--- config.mk ---
export PLATFORM = sky130hd
export DESIGN_NAME = operand_queues_stage
export DESIGN_NICKNAME = d
export VERILOG_FILES = /design/src/source/vec_elem_pkg.sv /design/src/source/lane_opq_pkg.sv /design/src/source/opq_fifo.sv /design/src/source/operand_queue.sv /design/src/source/operand_queues_stage.sv
export VERILOG_INCLUDE_DIRS = /design/src /design/src/source
export SDC_FILE = /design/constraint.sdc
export NUM_CORES = 1
export LEC_CHECK = 0
export CAP_MARGIN = 5
export CORE_UTILIZATION = 58
export CTS_CLUSTER_DIAMETER = 150
export DETAILED_ROUTE_END_ITERATION = 7
export DONT_BUFFER_PORTS = 1
export PLACE_DENSITY = 0.74
export SYNTH_ARGS = -nofsm -noshare
export SYNTH_HDL_FRONTEND = slang
export SYNTH_HIERARCHICAL = 1
export SYNTH_SLANG_ARGS = --single-unit
--- constraint.sdc ---
create_clock -name clk_i -period 5 [get_ports clk_i]
set_input_delay 0.75 -clock clk_i [delete_from_list [all_inputs] [get_ports clk_i]]
set_output_delay 0.75 -clock clk_i [all_outputs]
set_load 0.005 [all_outputs]
--- src/source/opq_params.svh ---
// Operand queue parameters
`ifndef OPQ_PARAMS_SVH
`define OPQ_PARAMS_SVH

// Width of one VRF word
`define OPQ_ELEN 64

// Queues in the stage
`define OPQ_NR_QUEUES 4

// Width of the output word count of a command
`define OPQ_VL_WIDTH 8

// Buffer depths
`define OPQ_CMD_DEPTH 4
`define OPQ_ALU_DATA_DEPTH 4
// Store and shared slide/addrgen queues
`define OPQ_ST_DATA_DEPTH 2

`endif

--- src/source/vec_elem_pkg.sv ---
// Vector element types
`default_nettype none

`include "opq_params.svh"

package vec_elem_pkg;

  ////////////////////////////////////////////////////////////////////////////
  // Operand data
  ////////////////////////////////////////////////////////////////////////////

  // One operand word as read from the VRF
  typedef logic [`OPQ_ELEN-1:0] elen_t;

  ////////////////////////////////////////////////////////////////////////////
  // Element conversion
  ////////////////////////////////////////////////////////////////////////////

  // Extension opcodes produce the low element first, then the high one
  typedef enum logic [1:0] {
    CONV_NONE  = 2'd0,
    CONV_SEXT2 = 2'd1,
    CONV_ZEXT2 = 2'd2
  } conv_op_e;

endpackage : vec_elem_pkg

`default_nettype wire

--- src/source/lane_opq_pkg.sv ---
// Lane operand queue types
`default_nettype none

package lane_opq_pkg;

  ////////////////////////////////////////////////////////////////////////////
  // Queue indices
  ////////////////////////////////////////////////////////////////////////////

  // Position of each queue in the stage's per-queue vectors
  typedef enum logic [1:0] {
    QUEUE_ALU_A    = 2'd0,
    QUEUE_ALU_B    = 2'd1,
    QUEUE_ST       = 2'd2,
    QUEUE_SLD_ADDR = 2'd3
  } opq_id_e;

  // Consumer of a word on the shared slide/addrgen queue
  typedef enum logic {
    TARGET_SLDU    = 1'b0,
    TARGET_ADDRGEN = 1'b1
  } target_fu_e;

endpackage : lane_opq_pkg

`default_nettype wire

--- src/source/opq_fifo.sv ---
// Synchronous FIFO
`timescale 1ns/1ns
`default_nettype none

module opq_fifo #(
  parameter int unsigned Depth = 4,
  parameter int unsigned Width = 64
) (
  input  wire                           clk_i,
  input  wire                           rst_n_i,
  input  wire                           push_i,
  input  wire  [Width-1:0]              data_i,
  input  wire                           pop_i,
  output logic [Width-1:0]              data_o,
  output logic                          empty_o,
  output logic                          full_o,
  output logic [$clog2(Depth+1)-1:0]    usage_o
);

  localparam int unsigned PtrWidth = (Depth > 1) ? $clog2(Depth) : 1;
  localparam int unsigned CntWidth = $clog2(Depth + 1);

  logic [Width-1:0]    mem_q [Depth];
  logic [PtrWidth-1:0] rd_ptr_q;
  logic [PtrWidth-1:0] wr_ptr_q;
  logic [CntWidth-1:0] cnt_q;

  // Head is visible without a read cycle
  assign data_o  = mem_q[rd_ptr_q];
  assign empty_o = (cnt_q == '0);
  assign full_o  = (cnt_q == CntWidth'(Depth));
  assign usage_o = cnt_q;

  ////////////////////////////////////////////////////////////////////////////
  // Pointers and occupancy
  ////////////////////////////////////////////////////////////////////////////

  always_ff @(posedge clk_i) begin
    if (!rst_n_i) begin
      rd_ptr_q <= '0;
      wr_ptr_q <= '0;
      cnt_q    <= '0;
    end else begin
      if (push_i) begin
        // Depth need not be a power of two
        wr_ptr_q <= (wr_ptr_q == PtrWidth'(Depth - 1)) ? '0 : wr_ptr_q + 1'b1;
      end
      if (pop_i) begin
        rd_ptr_q <= (rd_ptr_q == PtrWidth'(Depth - 1)) ? '0 : rd_ptr_q + 1'b1;
      end
      case ({push_i, pop_i})
        2'b10:   cnt_q <= cnt_q + 1'b1;
        2'b01:   cnt_q <= cnt_q - 1'b1;
        default: cnt_q <= cnt_q;
      endcase
    end
  end

  // Storage
  always_ff @(posedge clk_i) begin
    if (push_i) begin
      mem_q[wr_ptr_q] <= data_i;
    end
  end

  a_no_overflow : assert property (@(posedge clk_i) disable iff (!rst_n_i)
    !(push_i && full_o))
    else $error("opq_fifo: push into a full buffer");

  a_no_underflow : assert property (@(posedge clk_i) disable iff (!rst_n_i)
    !(pop_i && empty_o))
    else $error("opq_fifo: pop from an empty buffer");

endmodule : opq_fifo

`default_nettype wire

--- src/source/operand_queue.sv ---
// Operand queue
`timescale 1ns/1ns
`default_nettype none

`include "opq_params.svh"

module operand_queue #(
  parameter int unsigned CmdBufDepth  = `OPQ_CMD_DEPTH,
  parameter int unsigned DataBufDepth = `OPQ_ALU_DATA_DEPTH
) (
  input  wire                           clk_i,
  input  wire                           rst_n_i,
  // Command from the operand requester
  input  wire                           cmd_valid_i,
  input  wire vec_elem_pkg::conv_op_e   cmd_conv_i,
  input  wire [`OPQ_VL_WIDTH-1:0]       cmd_vl_i,
  input  wire lane_opq_pkg::target_fu_e cmd_target_i,
  // VRF side
  input  wire vec_elem_pkg::elen_t      operand_i,
  input  wire                           operand_valid_i,
  input  wire                           operand_issued_i,
  output logic                          operand_queue_ready_o,
  // Functional unit side
  output vec_elem_pkg::elen_t           operand_o,
  output lane_opq_pkg::target_fu_e      operand_target_fu_o,
  output logic                          operand_valid_o,
  input  wire                           operand_ready_i
);

  import vec_elem_pkg::*;
  import lane_opq_pkg::*;

  localparam int unsigned ConvWidth  = $bits(conv_op_e);
  localparam int unsigned TgtWidth   = $bits(target_fu_e);
  localparam int unsigned CmdWidth   = ConvWidth + `OPQ_VL_WIDTH + TgtWidth;
  localparam int unsigned UsageWidth = $clog2(DataBufDepth + 1);
  localparam int unsigned HalfWidth  = `OPQ_ELEN / 2;

  ////////////////////////////////////////////////////////////////////////////
  // Command buffer
  ////////////////////////////////////////////////////////////////////////////

  logic [CmdWidth-1:0]      cmd_wdata;
  logic [CmdWidth-1:0]      cmd_head;
  logic                     cmd_empty;
  logic                     cmd_full;
  logic                     cmd_pop;
  conv_op_e                 head_conv;
  logic [`OPQ_VL_WIDTH-1:0] head_vl;
  target_fu_e               head_target;

  assign cmd_wdata = {cmd_conv_i, cmd_vl_i, cmd_target_i};

  opq_fifo #(
    .Depth(CmdBufDepth),
    .Width(CmdWidth   )
  ) i_cmd_buf (
    .clk_i  (clk_i      ),
    .rst_n_i(rst_n_i    ),
    .push_i (cmd_valid_i),
    .data_i (cmd_wdata  ),
    .pop_i  (cmd_pop    ),
    .data_o (cmd_head   ),
    .empty_o(cmd_empty  ),
    .full_o (cmd_full   ),
    .usage_o(           )
  );

  assign head_conv   = conv_op_e'(cmd_head[CmdWidth-1 -: ConvWidth]);
  assign head_vl     = cmd_head[TgtWidth +: `OPQ_VL_WIDTH];
  assign head_target = target_fu_e'(cmd_head[TgtWidth-1:0]);

  // The slide unit is the idle default
  assign operand_target_fu_o = cmd_empty ? TARGET_SLDU : head_target;

  ////////////////////////////////////////////////////////////////////////////
  // Data buffer and credits
  ////////////////////////////////////////////////////////////////////////////

  elen_t                 data_head;
  logic                  data_empty;
  logic                  data_pop;
  logic [UsageWidth-1:0] data_usage;
  logic [UsageWidth-1:0] inflight_q;

  opq_fifo #(
    .Depth(DataBufDepth),
    .Width(`OPQ_ELEN   )
  ) i_data_buf (
    .clk_i  (clk_i          ),
    .rst_n_i(rst_n_i        ),
    .push_i (operand_valid_i),
    .data_i (operand_i      ),
    .pop_i  (data_pop       ),
    .data_o (data_head      ),
    .empty_o(data_empty     ),
    .full_o (               ),
    .usage_o(data_usage     )
  );

  // Reads in flight already own a slot
  assign operand_queue_ready_o =
    ((UsageWidth + 1)'(data_usage) + (UsageWidth + 1)'(inflight_q)) <
    (UsageWidth + 1)'(DataBufDepth);

  ////////////////////////////////////////////////////////////////////////////
  // Extension datapath
  ////////////////////////////////////////////////////////////////////////////

  logic                     half_sel_q;
  logic [`OPQ_VL_WIDTH-1:0] out_cnt_q;
  logic [HalfWidth-1:0]     elem;
  logic                     extend;
  logic                     last_out;
  logic                     transfer;

  assign extend = (head_conv == CONV_SEXT2) || (head_conv == CONV_ZEXT2);
  assign elem   = half_sel_q ? data_head[`OPQ_ELEN-1:HalfWidth] : data_head[HalfWidth-1:0];

  always_comb begin
    case (head_conv)
      CONV_SEXT2: operand_o = {{HalfWidth{elem[HalfWidth-1]}}, elem};
      CONV_ZEXT2: operand_o = {{HalfWidth{1'b0}}, elem};
      default:    operand_o = data_head;
    endcase
  end

  assign operand_valid_o = !cmd_empty && !data_empty;
  assign transfer        = operand_valid_o && operand_ready_i;
  assign last_out        = (out_cnt_q == head_vl - 1'b1);

  // An odd count under extension drops the last high half
  assign cmd_pop  = transfer && last_out;
  assign data_pop = transfer && (!extend || half_sel_q || last_out);

  always_ff @(posedge clk_i) begin
    if (!rst_n_i) begin
      inflight_q <= '0;
      out_cnt_q  <= '0;
      half_sel_q <= 1'b0;
    end else begin
      case ({operand_issued_i, operand_valid_i})
        2'b10:   inflight_q <= inflight_q + 1'b1;
        2'b01:   inflight_q <= inflight_q - 1'b1;
        default: inflight_q <= inflight_q;
      endcase
      if (transfer) begin
        if (last_out) begin
          out_cnt_q  <= '0;
          half_sel_q <= 1'b0;
        end else begin
          out_cnt_q  <= out_cnt_q + 1'b1;
          half_sel_q <= extend && !half_sel_q;
        end
      end
    end
  end

  a_cmd_no_overflow : assert property (@(posedge clk_i) disable iff (!rst_n_i)
    cmd_valid_i |-> !cmd_full)
    else $error("operand_queue: command pushed while the command buffer is full");

  // Each VRF word answers an earlier issued read
  a_operand_expected : assert property (@(posedge clk_i) disable iff (!rst_n_i)
    operand_valid_i |-> (inflight_q != '0))
    else $error("operand_queue: operand delivered without a read in flight");

endmodule : operand_queue

`default_nettype wire

--- src/source/operand_queues_stage.sv ---
// Operand queues stage
`timescale 1ns/1ns
`default_nettype none

`include "opq_params.svh"

module operand_queues_stage (
  input  wire                                                clk_i,
  input  wire                                                rst_n_i,
  // Commands from the operand requester
  input  wire [`OPQ_NR_QUEUES-1:0]                           operand_queue_cmd_valid_i,
  input  wire vec_elem_pkg::conv_op_e [`OPQ_NR_QUEUES-1:0]   cmd_conv_i,
  input  wire [`OPQ_NR_QUEUES-1:0][`OPQ_VL_WIDTH-1:0]        cmd_vl_i,
  input  wire lane_opq_pkg::target_fu_e [`OPQ_NR_QUEUES-1:0] cmd_target_i,
  // VRF reads
  input  wire vec_elem_pkg::elen_t [`OPQ_NR_QUEUES-1:0]      operand_i,
  input  wire [`OPQ_NR_QUEUES-1:0]                           operand_valid_i,
  input  wire [`OPQ_NR_QUEUES-1:0]                           operand_issued_i,
  output logic [`OPQ_NR_QUEUES-1:0]                          operand_queue_ready_o,
  // ALU
  output vec_elem_pkg::elen_t [1:0]                          alu_operand_o,
  output logic [1:0]                                         alu_operand_valid_o,
  input  wire [1:0]                                          alu_operand_ready_i,
  // Store unit
  output vec_elem_pkg::elen_t                                stu_operand_o,
  output logic                                               stu_operand_valid_o,
  input  wire                                                stu_operand_ready_i,
  // Slide unit and address generation
  output vec_elem_pkg::elen_t                                sldu_addrgen_operand_o,
  output lane_opq_pkg::target_fu_e                           sldu_addrgen_target_fu_o,
  output logic                                               sldu_addrgen_operand_valid_o,
  input  wire                                                sldu_operand_ready_i,
  input  wire                                                addrgen_operand_ready_i
);

  import lane_opq_pkg::*;

  ////////////////////////////////////////////////////////////////////////////
  // ALU queues
  ////////////////////////////////////////////////////////////////////////////

  for (genvar i = 0; i < 2; i++) begin : gen_alu_queue
    // ALU A and ALU B sit at consecutive indices
    localparam opq_id_e Q = opq_id_e'(QUEUE_ALU_A + i);

    operand_queue #(
      .CmdBufDepth (`OPQ_CMD_DEPTH     ),
      .DataBufDepth(`OPQ_ALU_DATA_DEPTH)
    ) i_operand_queue_alu (
      .clk_i                (clk_i                       ),
      .rst_n_i              (rst_n_i                     ),
      .cmd_valid_i          (operand_queue_cmd_valid_i[Q]),
      .cmd_conv_i           (cmd_conv_i[Q]               ),
      .cmd_vl_i             (cmd_vl_i[Q]                 ),
      .cmd_target_i         (cmd_target_i[Q]             ),
      .operand_i            (operand_i[Q]                ),
      .operand_valid_i      (operand_valid_i[Q]          ),
      .operand_issued_i     (operand_issued_i[Q]         ),
      .operand_queue_ready_o(operand_queue_ready_o[Q]    ),
      .operand_o            (alu_operand_o[i]            ),
      .operand_target_fu_o  (                            ),
      .operand_valid_o      (alu_operand_valid_o[i]      ),
      .operand_ready_i      (alu_operand_ready_i[i]      )
    );
  end

  ////////////////////////////////////////////////////////////////////////////
  // Store queue
  ////////////////////////////////////////////////////////////////////////////

  operand_queue #(
    .CmdBufDepth (`OPQ_CMD_DEPTH    ),
    .DataBufDepth(`OPQ_ST_DATA_DEPTH)
  ) i_operand_queue_st (
    .clk_i                (clk_i                                ),
    .rst_n_i              (rst_n_i                              ),
    .cmd_valid_i          (operand_queue_cmd_valid_i[QUEUE_ST]  ),
    .cmd_conv_i           (cmd_conv_i[QUEUE_ST]                 ),
    .cmd_vl_i             (cmd_vl_i[QUEUE_ST]                   ),
    .cmd_target_i         (cmd_target_i[QUEUE_ST]               ),
    .operand_i            (operand_i[QUEUE_ST]                  ),
    .operand_valid_i      (operand_valid_i[QUEUE_ST]            ),
    .operand_issued_i     (operand_issued_i[QUEUE_ST]           ),
    .operand_queue_ready_o(operand_queue_ready_o[QUEUE_ST]      ),
    .operand_o            (stu_operand_o                        ),
    .operand_target_fu_o  (                                     ),
    .operand_valid_o      (stu_operand_valid_o                  ),
    .operand_ready_i      (stu_operand_ready_i                  )
  );

  ////////////////////////////////////////////////////////////////////////////
  // Shared slide/addrgen queue
  ////////////////////////////////////////////////////////////////////////////

  // Only the unit named by the head command may take a word
  logic sldu_ready_filt;
  logic addrgen_ready_filt;
  logic shared_ready;

  assign sldu_ready_filt    = sldu_operand_ready_i &
                              (sldu_addrgen_target_fu_o == TARGET_SLDU);
  assign addrgen_ready_filt = addrgen_operand_ready_i &
                              (sldu_addrgen_target_fu_o == TARGET_ADDRGEN);
  assign shared_ready       = sldu_ready_filt | addrgen_ready_filt;

  operand_queue #(
    .CmdBufDepth (`OPQ_CMD_DEPTH    ),
    .DataBufDepth(`OPQ_ST_DATA_DEPTH)
  ) i_operand_queue_sld_addr (
    .clk_i                (clk_i                                     ),
    .rst_n_i              (rst_n_i                                   ),
    .cmd_valid_i          (operand_queue_cmd_valid_i[QUEUE_SLD_ADDR] ),
    .cmd_conv_i           (cmd_conv_i[QUEUE_SLD_ADDR]                ),
    .cmd_vl_i             (cmd_vl_i[QUEUE_SLD_ADDR]                  ),
    .cmd_target_i         (cmd_target_i[QUEUE_SLD_ADDR]              ),
    .operand_i            (operand_i[QUEUE_SLD_ADDR]                 ),
    .operand_valid_i      (operand_valid_i[QUEUE_SLD_ADDR]           ),
    .operand_issued_i     (operand_issued_i[QUEUE_SLD_ADDR]          ),
    .operand_queue_ready_o(operand_queue_ready_o[QUEUE_SLD_ADDR]     ),
    .operand_o            (sldu_addrgen_operand_o                    ),
    .operand_target_fu_o  (sldu_addrgen_target_fu_o                  ),
    .operand_valid_o      (sldu_addrgen_operand_valid_o              ),
    .operand_ready_i      (shared_ready                              )
  );

endmodule : operand_queues_stage

`default_nettype wire

---- Word level (Yosys, flattened, before mapping) ----
Memories as Yosys holds them, arrays and structs flattened. A register that Yosys moved wholly into a read port is not among the register bits.
Cells that the tools add are included.
word-level totals
  bits in writable memories ............... 944
  bits in latches ......................... 0
  output and inout bits ................... 265
  memory bits (read-only) ................. 0
  register bits after elaboration ......... 96
  memories ................................ 8
  input bits .............................. 319
memory list
  memory                                                 words  width  read ports  clocked after Yosys merged registers in  write ports  RTL line        RTL
  gen_alu_queue[0].i_operand_queue_alu.i_data_buf.mem_q  4      64     1           1                                        1            opq_fifo.sv:23  logic [Width-1:0] mem_q [Depth];
  gen_alu_queue[1].i_operand_queue_alu.i_data_buf.mem_q  4      64     1           1                                        1            opq_fifo.sv:23
  i_operand_queue_sld_addr.i_data_buf.mem_q              2      64     1           1                                        1            opq_fifo.sv:23
  i_operand_queue_st.i_data_buf.mem_q                    2      64     1           1                                        1            opq_fifo.sv:23
  gen_alu_queue[0].i_operand_queue_alu.i_cmd_buf.mem_q   4      11     1           1                                        1            opq_fifo.sv:23
  gen_alu_queue[1].i_operand_queue_alu.i_cmd_buf.mem_q   4      11     1           1                                        1            opq_fifo.sv:23
  +2 memories                                            -      -      -           -                                        -            -
operators by class
  magnitude comparators ................... 4
  equal/unequal tests ..................... 48
  add/sub/neg operators ................... 52
  bitwise logic cells ..................... 4
  shift operators ......................... 0
  reductions and logical operators ........ 68
  mux-type cells .......................... 77
  divide/modulo/power cells ............... 0
  multipliers ............................. 0
operators with widths
  operator                                              count
  case mux 64 bit (2 select lines)                      4
  two-way mux 32 bit                                    4
  equality test 2 bit (second input constant)           28
  two-way mux 2 bit                                     24
  case mux 3 bit (2 select lines)                       8
  adder 2 x 1 -> 2 bit (second input constant)          16
  adder 8 x 1 -> 8 bit (second input constant)          4
  equality test 2 x 1 -> 1 bit (second input constant)  16
  equality test 8 bit                                   4
  two-way mux 8 bit                                     4
  subtractor 8 x 1 -> 8 bit (second input constant)     4
  two-way mux 1 bit                                     29
  adder 3 x 1 -> 3 bit (second input constant)          8
  nonzero test 2 bit                                    12
  subtractor 3 x 1 -> 3 bit (second input constant)     8
  logical AND 1 bit                                     20
  logical NOT 3 bit                                     6
  logical NOT 1 bit                                     16
  case mux 2 bit (2 select lines)                       4
  logical OR 1 bit                                      12
  adder 3 x 3 -> 4 bit                                  2
  < comparator 4 x 3 -> 1 bit (second input constant)   2
  subtractor 2 x 1 -> 2 bit (second input constant)     4
  adder 2 x 2 -> 3 bit                                  2
  6 further kinds                                       12

---- Longest topological paths before layout ----
  depth after elaboration ................. 9
  mapped depth ............................ 16

---- Cells and area by module ----
The synthesis kept the hierarchy.
modules (own cells, without submodules)
  module                                                           cells each  area an instance (sq um)  sequential area each (sq um)  instances
  opq_fifo at gen_alu_queue[0].i_operand_queue_alu.i_data_buf ...  381         9770.6                    7867.5                        2
  opq_fifo at i_operand_queue_sld_addr.i_data_buf ...              221         4830.9                    3943.8                        2
  opq_fifo at gen_alu_queue[0].i_operand_queue_alu.i_cmd_buf ...   104         2049.5                    1501.4                        4
  operand_queue at gen_alu_queue[1].i_operand_queue_alu            273         1721.7                    240.2                         1
  operand_queue at gen_alu_queue[0].i_operand_queue_alu            271         1711.6                    240.2                         1
  operand_queue at i_operand_queue_sld_addr                        268         1692.9                    220.2                         1
  operand_queue at i_operand_queue_st                              267         1689.1                    220.2                         1
  operand_queues_stage                                             1           15.0                      0.0                           1

---- Worst setup path after synthesis ----
No wires, ideal clock.
  path type ............................... input-to-reg
  start ................................... input port operand_valid_i[3]
  end ..................................... memory i_operand_queue_sld_addr.i_data_buf.mem_q[0][0] (enable)
  arrival ................................. 3.523 ns
  path slack .............................. 0.987 ns
  library setup time ...................... 0.489 ns
  data required time ...................... 4.511 ns
  stages .................................. 2
  path through ............................ inv_1 -> nor2_1
between the ends
  longest elaborated chain between the ends .. 2
RTL lines
  what                                     RTL line                    RTL
  start, declared                          operand_queues_stage.sv:17  input wire [`OPQ_NR_QUEUES-1:0] operand_valid_i,
  two-way mux 1 bit                        opq_fifo.sv:61              if (push_i) begin
  two-way mux 1 bit (implied by the code)  opq_fifo.sv:62              mem_q[wr_ptr_q] <= data_i;
  end, declared                            opq_fifo.sv:23
No other way between the ends.

==> results_dict.tcl <==
set metrics [dict create \
    syn_inst 2674 \
    final_common_cell "edfxtp_1" \
    tightestPinTransition_ps 1140 \
    cts_tree "done" \
    p_switching_w 0.00423 \
    io_buffers 0 \
    drt_iter0_markers 1997 \
    htree_levels 3 \
    switching_share_pct 22.4 \
    layout_common_cells "932 x edfxtp_1, 309 x nand2_1, 158 x mux4_2, 143 x a21oi_1" \
    status "finished clean" \
    cts-resized-gates 0 \
    fin_worst_skew_ps 45.6 \
    die_area_um2 76500 \
    cp.arrival_ps 3870 \
    post_cts_buffers 0 \
    viasPerCell 6.16 \
    crit_path_max_fanout 19 \
    fp.dieW_um 277 \
    rsz0062_at_grt "no" \
    worst_hold_slack_ps 168 \
    clockRootBuffer "clkbuf_16" \
    path_clk_slew_ps 70 \
    clkPwrFrac_pct 39.2 \
    cp_cell_sequence "mux4_2 > ha_1 > nor2b_2 > buf_4 > nand2_1 > a21oi_1" \
    finalCriticalPeriod_ps 4620 \
    fin_nets 3077 \
    place_area_um2 44500 \
    syn_nets 3065 \
    drive_above_1_share_pct 19.5 \
    hold_path.class "in2reg" \
    grt_util_all_layers_pct 24.6 \
    crit_path_max_incr_delay_ps 730 \
    fmax_mhz 216 \
    peakVddDrop_mv 0.327 \
    final_hold_viol_count 0 \
    p_int_w 0.0147 \
    drt-wirelength-per-cell_um 25.3 \
    clock_latency_ps 650 \
    leakagePower_nw 16.5 \
    cts_hold_buf 0 \
    grt_pass1_vias 23568 \
    setup_tns_ps 0 \
    yosys_warnings 6 \
    grt_remaining_overflow 0 \
    cp-end-kind "output pin" \
    ioPinCount 584 \
    area_growth_pct 9.23 \
    grt_max_degree 99 \
    start_util_pct 58.6 \
    wl_um 94500 \
    maxSlewViolCount 0 \
    fp-row-count 100 \
    stdcell_area_um2 47800 \
    clock_sinks 1042 \
    gp_congestion 0.910 \
    seqPwrFrac_pct 53.1 \
    worstPathRequired_ps 4250 \
    synth_area_um2 43700 \
    core_area_um2 74600 \
    drc_errors 0 \
    p_total_w 0.0189 \
    power_density_nw_per_um2 396 \
    crit_type "reg2out" \
    vias 23033 \
    die_height_um 277 \
    period_share_pct 92.4 \
    ant_nets 0 \
    maxSlewHeadroom_pct 23.9 \
    antenna_found_initial 7 \
    dp_hpwl_um 63000 \
    maxCapViolCount 0 \
    cts_inserted_buffers 103 \
    slowest_stage "dfxtp_1" \
    setup_violations 0 \
    startpoint_type "flop" \
    dr.pass1.iters 6 \
    syn_avg_cell_area_um2 16.4 \
    share_comb_of_total_power_pct 7.7 \
    grt_first_pass_wirelength_um 144000 \
    clock_path_buffers 3 \
]
-- power by group through the flow --
stage	registers (W)	clock network (W)	logic, W
5_1_grt	0.0101	0.00787	0.00156
6_report	0.0100	0.00741	0.00146
3_3_place_gp	0.0102	0	0.00142
3_5_place_dp	0.0102	0	0.00145
4_1_cts	0.0100	0.00753	0.00146
2_1_floorplan	0.0102	0	0.00110
-- cell type report --
| cell class | count | area (µm²) |
|---|---|---|
| Clock buffer | 131 | 2750 |
| Multi-Input combinational cell | 1420 | 12400 |
| Clock inverter | 54 | 510 |
| Antenna cell | 6 | 15.0 |
| Tap cell | 969 | 1210 |
| Sequential cell | 1042 | 30200 |
| Timing Repair Buffer | 45 | 350 |
| Fill cell | 5055 | 26800 |
| Inverter | 74 | 278 |
-- layer usage --
metal / GRT usage [%] / share of wire [%]
met1: 29.5 / 36
met2: 41.5 / 50
met3: 7.51 / 9.0
met4: 10.6 / 4.5
met5: 0 / 0.051
-- flip-flops by register name (all words and copies together), names as in the netlist, 3 cells and up, named ones only --
name,flops
gen_alu_queue.i_operand_queue_alu/out_cnt_q,16
i_operand_queue_sld_addr/out_cnt_q,8
i_operand_queue_st/i_cmd_buf/mem_q,40
gen_alu_queue.i_operand_queue_alu/inflight_q,6
gen_alu_queue.i_operand_queue_alu/i_data_buf/usage_o,6
i_operand_queue_st/i_data_buf/mem_q,128
gen_alu_queue.i_operand_queue_alu/i_data_buf/wr_ptr_q,4
gen_alu_queue.i_operand_queue_alu/i_data_buf/mem_q,512
gen_alu_queue.i_operand_queue_alu/i_cmd_buf/usage_o,6
gen_alu_queue.i_operand_queue_alu/i_data_buf/rd_ptr_q,4
i_operand_queue_sld_addr/i_data_buf/mem_q,128
i_operand_queue_st/i_cmd_buf/usage_o,3
i_operand_queue_sld_addr/i_cmd_buf/mem_q,44
gen_alu_queue.i_operand_queue_alu/i_cmd_buf/rd_ptr_q,4
i_operand_queue_sld_addr/i_cmd_buf/usage_o,3
gen_alu_queue.i_operand_queue_alu/i_cmd_buf/wr_ptr_q,4
i_operand_queue_st/out_cnt_q,8
gen_alu_queue.i_operand_queue_alu/i_cmd_buf/mem_q,80
-- worst paths after layout --
path	cells past startpoint	endpoint	startpoint	slack, ps
worst min register to register	2	i_operand_queue_sld_addr/i_cmd_buf/usage_o[2]$_SDFFE_PN0P_	i_operand_queue_sld_addr/i_cmd_buf/usage_o[2]$_SDFFE_PN0P_	490
worst max register to register	14	flop	flop	780
worst max-delay path	6	stu_operand_o[8]	flop	380
worst min-delay path	0	flop	operand_i[97]	170
-- critical path: cells and delay by family (launching register included) --
family	cells	cell delay [ps]
flops	1	730
simple gates	2	720
mux	1	610
fa+ha+maj	1	550
buf+inv	1	360
compound gates	1	220
-- per-stage QoR --
stage	std cells	setup WS (ps)	utilization, %
after global routing	3737	127	64.0
after floorplan	2674	987	-
after global placement	3550	939	59.6
after CTS	3735	310	64.0
final	3741	380	64.0
after detailed placement	3550	795	59.6
Power figures use the tool's default switching activity.
